<file path="src/sb_pkg.sv">
// sideband frame length, counter width, word layout union and bring-up state type
`default_nettype none

package sb_pkg;

  // ==============================
  // frame geometry
  // ==============================
  parameter int SB_LEN   = 81;  // bits per sideband frame
  parameter int SB_CNT_W = 7;   // bit slot counter width

  parameter int EXT_HI_W = 58;  // user control, word bits 65:8
  parameter int EXT_LO_W = 5;   // user control, word bits 4:0

  // ==============================
  // word layout, msb first
  // ==============================
  typedef struct packed {
    logic                osc_transfer_en;  // 80
    logic                rsvd_79;
    logic                tx_transfer_en;   // 78
    logic [1:0]          rsvd_77_76;
    logic                rx_transfer_en;   // 75
    logic                rx_dll_lock;      // 74
    logic [4:0]          rsvd_73_69;
    logic                tx_dcc_cal_done;  // 68
    logic [1:0]          rsvd_67_66;
    logic [EXT_HI_W-1:0] ext_cntl_hi;      // 65:8
    logic [2:0]          rsvd_7_5;
    logic [EXT_LO_W-1:0] ext_cntl_lo;      // 4:0
  } sb_fields_t;

  // shifter sees raw bits, state machine sees fields
  typedef union packed {
    logic [SB_LEN-1:0] raw;
    sb_fields_t        f;
  } sb_word_t;

  // ==============================
  // bring-up sequence
  // ==============================
  typedef enum logic [2:0] {
    SB_IDLE     = 3'd0,
    SB_OSC      = 3'd1,
    SB_TX_CAL   = 3'd2,
    SB_RX_LOCK  = 3'd3,
    SB_TRANSFER = 3'd4
  } sb_state_t;

endpackage

`default_nettype wire

</file>
<file path="src/sb_link_if.sv">
// interface for frame strobes and parallel sideband words, with its four modports
`default_nettype none

interface sb_link_if;
  import sb_pkg::*;

  logic     frame_load;  // first bit slot
  logic     frame_last;  // last bit slot
  sb_word_t tx_word;
  sb_word_t rx_word;
  logic     rx_new;      // one cycle per captured word

  modport timer   (output frame_load, output frame_last);

  modport shifter (input  frame_load, input  frame_last, input tx_word,
                   output rx_word,    output rx_new);

  modport fsm     (input  rx_word,    input  rx_new,     output tx_word);

  modport mon     (input  frame_load, input  frame_last, input tx_word,
                   input  rx_word,    input  rx_new);

endinterface

`default_nettype wire

</file>
<file path="src/aib_sb_master.sv">
// sideband master top: frame timer, shift registers and bring-up FSM on one link interface
`default_nettype none

module aib_sb_master (
  input  wire                         fs_fwd_clk,
  input  wire                         adpt_rstn_sync_fsfwdclk,
  input  wire                         i_conf_done,
  input  wire                         i_tx_dcc_cal_done,
  input  wire                         i_rx_dll_lock,
  input  wire [sb_pkg::EXT_HI_W-1:0]  i_ext_cntl_hi,   // word bits 65:8
  input  wire [sb_pkg::EXT_LO_W-1:0]  i_ext_cntl_lo,   // word bits 4:0
  input  wire                         i_srd,           // partner serial data
  input  wire                         i_srl,           // partner load, bit 0
  output wire                         o_std,
  output wire                         o_stl,
  output wire                         o_tx_dcc_cal_req,
  output wire                         o_rx_dll_lock_req,
  output wire                         o_tx_transfer_en,
  output wire                         o_rx_transfer_en,
  output sb_pkg::sb_word_t            o_sideband       // last word from partner
);

  // ==============================
  // internal link
  // ==============================
  sb_link_if u_link ();

  sb_frame_timer u_sb_frame_timer (
    .fs_fwd_clk              (fs_fwd_clk),
    .adpt_rstn_sync_fsfwdclk (adpt_rstn_sync_fsfwdclk),
    .link                    (u_link)
  );

  sb_shifter u_sb_shifter (
    .fs_fwd_clk              (fs_fwd_clk),
    .adpt_rstn_sync_fsfwdclk (adpt_rstn_sync_fsfwdclk),
    .i_srd                   (i_srd),
    .i_srl                   (i_srl),
    .o_std                   (o_std),
    .o_stl                   (o_stl),
    .link                    (u_link)
  );

  sb_bringup_fsm u_sb_bringup_fsm (
    .fs_fwd_clk              (fs_fwd_clk),
    .adpt_rstn_sync_fsfwdclk (adpt_rstn_sync_fsfwdclk),
    .i_conf_done             (i_conf_done),
    .i_tx_dcc_cal_done       (i_tx_dcc_cal_done),
    .i_rx_dll_lock           (i_rx_dll_lock),
    .i_ext_cntl_hi           (i_ext_cntl_hi),
    .i_ext_cntl_lo           (i_ext_cntl_lo),
    .o_tx_dcc_cal_req        (o_tx_dcc_cal_req),
    .o_rx_dll_lock_req       (o_rx_dll_lock_req),
    .o_tx_transfer_en        (o_tx_transfer_en),
    .o_rx_transfer_en        (o_rx_transfer_en),
    .link                    (u_link)
  );

  assign o_sideband = u_link.rx_word;  // monitor view of the received word

endmodule

`default_nettype wire

</file>
<file path="src/sb_bringup_fsm.sv">
// link bring-up FSM with transmitted word build, calibration and lock requests and transfer enables
`default_nettype none

module sb_bringup_fsm (
  input  wire                         fs_fwd_clk,
  input  wire                         adpt_rstn_sync_fsfwdclk,
  input  wire                         i_conf_done,
  input  wire                         i_tx_dcc_cal_done,
  input  wire                         i_rx_dll_lock,
  input  wire [sb_pkg::EXT_HI_W-1:0]  i_ext_cntl_hi,
  input  wire [sb_pkg::EXT_LO_W-1:0]  i_ext_cntl_lo,
  output logic                        o_tx_dcc_cal_req,
  output logic                        o_rx_dll_lock_req,
  output logic                        o_tx_transfer_en,
  output logic                        o_rx_transfer_en,
  sb_link_if.fsm                      link
);

  import sb_pkg::*;

  sb_state_t state;
  sb_state_t state_nxt;
  logic      rx_valid;  // partner word seen since leaving idle

  // ==============================
  // state register
  // ==============================
  always_ff @(posedge fs_fwd_clk or negedge adpt_rstn_sync_fsfwdclk)
  begin
    if (!adpt_rstn_sync_fsfwdclk)
      state <= SB_IDLE;
    else
      state <= state_nxt;
  end

  // stale partner status from before idle is ignored
  always_ff @(posedge fs_fwd_clk or negedge adpt_rstn_sync_fsfwdclk)
  begin
    if (!adpt_rstn_sync_fsfwdclk)
      rx_valid <= 1'b0;
    else if (state == SB_IDLE)
      rx_valid <= 1'b0;
    else if (link.rx_new)
      rx_valid <= 1'b1;
  end

  always_comb
  begin
    state_nxt = state;
    if (!i_conf_done)
    begin
      state_nxt = SB_IDLE;  // abort from anywhere
    end
    else
    begin
      case (state)
        SB_IDLE:
          state_nxt = SB_OSC;
        SB_OSC:
          if (rx_valid && link.rx_word.f.osc_transfer_en)
            state_nxt = SB_TX_CAL;
        SB_TX_CAL:
          if (i_tx_dcc_cal_done)
            state_nxt = SB_RX_LOCK;
        SB_RX_LOCK:
          if (i_rx_dll_lock && link.rx_word.f.tx_dcc_cal_done)
            state_nxt = SB_TRANSFER;
        SB_TRANSFER:
          state_nxt = SB_TRANSFER;
        default:
          state_nxt = SB_IDLE;
      endcase
    end
  end

  // ==============================
  // outgoing word and controls
  // ==============================
  always_comb
  begin
    link.tx_word                   = '0;  // reserved bits stay zero
    link.tx_word.f.osc_transfer_en = (state != SB_IDLE);
    link.tx_word.f.tx_dcc_cal_done = (state == SB_RX_LOCK) || (state == SB_TRANSFER);
    link.tx_word.f.rx_dll_lock     = (state == SB_TRANSFER);
    link.tx_word.f.tx_transfer_en  = (state == SB_TRANSFER);
    link.tx_word.f.rx_transfer_en  = (state == SB_TRANSFER);
    link.tx_word.f.ext_cntl_hi     = i_ext_cntl_hi;
    link.tx_word.f.ext_cntl_lo     = i_ext_cntl_lo;
  end

  assign o_tx_dcc_cal_req  = (state == SB_TX_CAL);
  assign o_rx_dll_lock_req = (state == SB_RX_LOCK);
  assign o_tx_transfer_en  = (state == SB_TRANSFER);
  assign o_rx_transfer_en  = (state == SB_TRANSFER);

endmodule

`default_nettype wire

</file>
<file path="src/sb_frame_timer.sv">
// sideband frame timer: bit slot counter with first-bit and last-bit strobes
`default_nettype none

module sb_frame_timer (
  input  wire             fs_fwd_clk,
  input  wire             adpt_rstn_sync_fsfwdclk,
  sb_link_if.timer        link
);

  import sb_pkg::*;

  localparam logic [SB_CNT_W-1:0] LAST_SLOT = SB_CNT_W'(SB_LEN - 1);

  logic [SB_CNT_W-1:0] bit_cnt;

  // ==============================
  // free-running slot counter
  // ==============================
  always_ff @(posedge fs_fwd_clk or negedge adpt_rstn_sync_fsfwdclk)
  begin
    if (!adpt_rstn_sync_fsfwdclk)
    begin
      bit_cnt <= '0;  // frame starts right out of reset
    end
    else if (bit_cnt == LAST_SLOT)
    begin
      bit_cnt <= '0;
    end
    else
    begin
      bit_cnt <= bit_cnt + 1'b1;
    end
  end

  assign link.frame_load = (bit_cnt == '0);       // load slot
  assign link.frame_last = (bit_cnt == LAST_SLOT); // bit 0 goes out next

endmodule

`default_nettype wire

</file>
<file path="src/sb_shifter.sv">
// sideband shift registers: parallel-to-serial transmit and serial-to-parallel receive
`default_nettype none

module sb_shifter (
  input  wire             fs_fwd_clk,
  input  wire             adpt_rstn_sync_fsfwdclk,
  input  wire             i_srd,
  input  wire             i_srl,
  output logic            o_std,
  output logic            o_stl,
  sb_link_if.shifter      link
);

  import sb_pkg::*;

  localparam logic [SB_CNT_W-1:0] FULL_FILL = SB_CNT_W'(SB_LEN - 1);

  logic [SB_LEN-1:0]   tx_sr;
  logic [SB_LEN-2:0]   rx_sr;    // bits 80..1 of the frame in flight
  logic [SB_CNT_W-1:0] rx_fill;  // samples since last load strobe

  // ==============================
  // transmit
  // ==============================
  always_ff @(posedge fs_fwd_clk or negedge adpt_rstn_sync_fsfwdclk)
  begin
    if (!adpt_rstn_sync_fsfwdclk)
    begin
      tx_sr <= '0;
      o_stl <= 1'b0;
    end
    else
    begin
      if (link.frame_load)
        tx_sr <= link.tx_word.raw;           // word sampled once per frame
      else
        tx_sr <= {tx_sr[SB_LEN-2:0], 1'b0};
      o_stl <= link.frame_last;              // lines up with bit 0
    end
  end

  assign o_std = tx_sr[SB_LEN-1];

  // ==============================
  // receive
  // ==============================
  always_ff @(posedge fs_fwd_clk)
  begin
    rx_sr <= {rx_sr[SB_LEN-3:0], i_srd};
  end

  always_ff @(posedge fs_fwd_clk or negedge adpt_rstn_sync_fsfwdclk)
  begin
    if (!adpt_rstn_sync_fsfwdclk)
    begin
      rx_fill      <= '0;
      link.rx_word <= '0;
      link.rx_new  <= 1'b0;
    end
    else
    begin
      link.rx_new <= 1'b0;
      if (i_srl)
      begin
        rx_fill <= '0;
        if (rx_fill == FULL_FILL)  // drop partial frames
        begin
          link.rx_word.raw <= {rx_sr, i_srd};
          link.rx_new      <= 1'b1;
        end
      end
      else if (rx_fill != FULL_FILL)
      begin
        rx_fill <= rx_fill + 1'b1;
      end
    end
  end

endmodule

`default_nettype wire

</file>
<file path="config.mk">
export PLATFORM = sky130hd
export DESIGN_NAME = aib_sb_master
export DESIGN_NICKNAME = d
export VERILOG_FILES = /design/src/sb_pkg.sv /design/src/sb_link_if.sv /design/src/aib_sb_master.sv /design/src/sb_bringup_fsm.sv /design/src/sb_frame_timer.sv /design/src/sb_shifter.sv
export SDC_FILE = /design/constraint.sdc
export NUM_CORES = 1
export LEC_CHECK = 0
export BUFFER_PORTS_ARGS = -buffer_cell sky130_fd_sc_hd__buf_2
export CAP_MARGIN = 25
export CORE_AREA = 2 2 136 138
export CTS_CLUSTER_SIZE = 24
export DETAILED_ROUTE_END_ITERATION = 8
export DIE_AREA = 0 0 138 140
export PLACE_DENSITY = 0.72
export SLEW_MARGIN = 0
export SYNTH_ARGS = -nofsm -noshare
export SYNTH_HDL_FRONTEND = slang
export SYNTH_SLANG_ARGS = --single-unit
export TNS_END_PERCENT = 100
</file>
<file path="constraint.sdc">
create_clock -name fs_fwd_clk -period 3.2 [get_ports fs_fwd_clk]
set_clock_uncertainty 0.2 [all_clocks]
set_input_delay 0.48 -clock fs_fwd_clk [delete_from_list [all_inputs] [get_ports fs_fwd_clk]]
set_output_delay 0.48 -clock fs_fwd_clk [all_outputs]
set_load 0.01 [all_outputs]
</file>
==> run_results.csv <==
group,metric,value,unit
hold_path,holdCritPathClass,"input pin to flip-flop",
critical_path,cp_max_fo,60,
yosys,synth_most_common_cell,"dfrtp_1",
global_routing,grt_first_pass_wirelength,28.2,mm
yosys,synth_top_cell_area_share,0.516,
clock_tree,clock_latency,0.52,ns
final_layout,fillers,1310,
outcome,status,"finished, final reports clean",
placement,hpwl,10.3,mm
timing,rsz0062_at_grt,"false",
timing,period_share,0.842,
routing,drc,0,
routing,vias,4868,
routing,viasPerCell,4.82,
pwr,power,6790,uW
die,core,17800,um^2
routing,drt_wl_total,16.7,mm
final_layout,area_delta_synth_final,29.2,%
clock_tree,clock_path_buffers,3,
final_layout,diodes,0,
clock_tree,cts.htree.levels,1,
final_layout,nets,833,
timing,maxClockFrequency,0.371,GHz
yosys,yosys-top-cells-area,"dfrtp_1 52%, dfxtp_1 18%, mux2_4 11%, mux2_2 10%, buf_12 1.4%",
placement,portBuffers,156,
clock_tree,cts_num_sinks,262,
yosys,ys.warnings.count,0,
routing,antenna_left,0,
pwr,powerDensity,596,nW/um^2
final_layout,seqCellArea,6160,um^2
critical_path,setup.worst_path.start_class,"flip-flop",
routing,drtPass1Iterations,4,
global_routing,overflow,0,
critical_path,critPathKind,"flip-flop to flip-flop",
die,ios,157,
pwr,ir_drop,0.442,mV
routing,drtIter0Drc,206,
timing,max_slew_margin,0.603,
die,chipWidth,138,um
critical_path,arrival,2.89,ns
die,die_y,140,um
yosys,yosysTopAreaCell,"dfrtp_1",
critical_path,required,3.40,ns
global_routing,grt_start_max_net_pins,71,
die,dieArea,19300,um^2
final_layout,multi_input_area,2450,um^2
yosys,synth_common_cells,"182 x dfrtp_1, 82 x mux2_2, 80 x dfxtp_1, 66 x mux2_4",
run,drv_cap,0,
timing,finalCriticalPeriod,2.70,ns
yosys,ys_seq_area_frac,0.697,
yosys,synth_edf_count,0,
yosys,syn_inst,521,
yosys,ys_seq_elements,262,
clock_tree,cts_setup_buffers,0,
timing,finalHoldViolations,0,
global_routing,antenna_found_initial,1,
clock_tree,cts_tree,"built",
pwr,power.leakage,0.00592,uW
global_routing,grt_pass1_vias,5546,
yosys,avgSynthCellArea,16.9,um^2
yosys,ys_types,38,
die,rows,49,
routing,wl_per_cell,16.6,um
final_layout,drive_above_1_share,0.462,
critical_path,end_kind,"flip-flop",
die,start_util,0.496,
yosys,synthFlopType,"dfrtp_1",
clock_tree,clk_pin_slew,0.06,ns
global_routing,grtUsageTotal,0.177,
timing,tightestPinTransition,0.595,ns
clock_tree,numCtsBuffers,27,
yosys,synth-async-reset-ratio,0.695,
timing,drv_slew,0,
yosys,syn-num-nets,595,
yosys,synth_area,8830,um^2
timing,setup_tns,0,ns
placement,routabilityCongestion,0.784,
clock_tree,root_buffer,"clkbuf_16",
timing,setup_viol,0,
## metrics by stage
step | hold WS (ns) | cell area (um^2) | setup WS (ns) | util | instances
3_5_place_dp | 0.133 | 9790 | 0.539 | 0.551 | 893
5_1_grt | 0.0531 | 11400 | 0.412 | 0.641 | 1009
2_1_floorplan | -0.0156 | 8830 | 0.930 | - | 521
4_1_cts | 0.0266 | 11400 | 0.514 | 0.641 | 1009
3_3_place_gp | 0.127 | 9790 | 0.624 | 0.551 | 893
6_report | 0.0443 | 11400 | 0.505 | 0.641 | 1009
## metal layers
metal	global-route usage	routed length (um)	vias to the layer above
met1	0.228	7070	2445
met4	0.0494	325	0
met5	0	0	-
met2	0.297	8160	139
met3	0.0503	1170	26
li1	-	-	2258
## cells in the final DEF, fill, tap and decap left out, types with 2 or more instances in the layout
master and n:
a21oi_1 2, and2_1 13, buf_12 3, buf_2 155, buf_4 4, bufinv_16 3, clkbuf_1 3, clkbuf_16 29
clkbuf_8 3, clkinv_2 5, clkinvlp_4 5, dfrtp_1 182, dfxtp_1 80, dlygate4sd3_1 66, ha_1 4, inv_1 7
mux2_2 82, mux2_4 66, nand2_1 5, nand2b_1 2, nand3_1 8, nor2_1 13, nor3_1 5, nor3b_1 2
o21a_1 2, o21ai_0 4, o21bai_1 2, or3_1 2, xnor2_1 4, xor2_1 3
## sequential cells by signal (all words and copies together), names as in the netlist
| register | cells |
|---|---|
| u_sb_shifter.o_stl | 1 |
| u_sb_shifter.rx_fill | 7 |
| u_sb_frame_timer.bit_cnt | 7 |
| u_sb_shifter.link.rx_word | 81 |
| u_sb_shifter.tx_sr | 81 |
| u_sb_shifter.rx_sr | 80 |
| u_sb_bringup_fsm.state | 3 |
| u_sb_bringup_fsm.rx_valid | 1 |
| u_sb_shifter.link.rx_new | 1 |
## path summary, 6_finish.rpt
kind                       depth (start not counted)                 endpoint                        start  slack, ns
hold / removal                                     2  u_sb_shifter.rx_fill[5]                        i_srl       0.04
max in group asynchronous                          3   u_sb_shifter.tx_sr[72]      adpt_rstn_sync_fsfwdclk       1.65
setup reg to reg                                   6   u_sb_shifter.tx_sr[60]  u_sb_frame_timer.bit_cnt[0]       0.50
hold reg to reg                                    0   u_sb_shifter.rx_sr[75]       u_sb_shifter.rx_sr[74]       0.14
setup / recovery                                   6   u_sb_shifter.tx_sr[60]  u_sb_frame_timer.bit_cnt[0]       0.50
min in group asynchronous                          2   u_sb_shifter.tx_sr[42]      adpt_rstn_sync_fsfwdclk       0.32
## where the power goes
group | internal [uW] | leakage (uW) | switching, uW
combinational | 115 | 0.00235 | 88.3
sequential | 3350 | 0.00312 | 26.9
clock | 1970 | 0.000454 | 1240
total | 5430 | 0.00592 | 1360
## final cells by class
type	instances	share of cell area
Sequential cell	262	0.540
Multi-Input combinational cell	232	0.215
Timing Repair Buffer	229	0.135
Clock buffer	35	0.0683
Tap cell	229	0.0251
Clock inverter	15	0.0149
Inverter	7	0.00230
## kinds of logic after synthesis
| group | Yosys count | share of synthesized area |
|---|---|---|
| and+or+nand+nor | 58 | 0.0360 |
| xor gates and xnor gates | 7 | 0.00695 |
| muxes | 148 | 0.217 |
| buffers and inverters | 27 | 0.0258 |
| adders and majority gates | 4 | 0.00567 |
| AOI/OAI and AO/OA | 15 | 0.0112 |
| DFF | 262 | 0.697 |
## critical path, stage by stage (launching register included)
cell     delay, ns
dfrtp_1       0.40
inv_1         0.07
ha_1          0.13
or3b_1        0.39
or4_4         0.66
buf_12        0.31
mux2_4        0.35
## timing repair
item | 4_1_cts | 5_1_grt
gates resized for setup | 0 | 0
setup endpoints to repair | 0 | 0
endpoints found under the hold margin | 124 | 0
hold buffers | 66 | 0
Note: power is estimated with default switching activity, not from simulation.
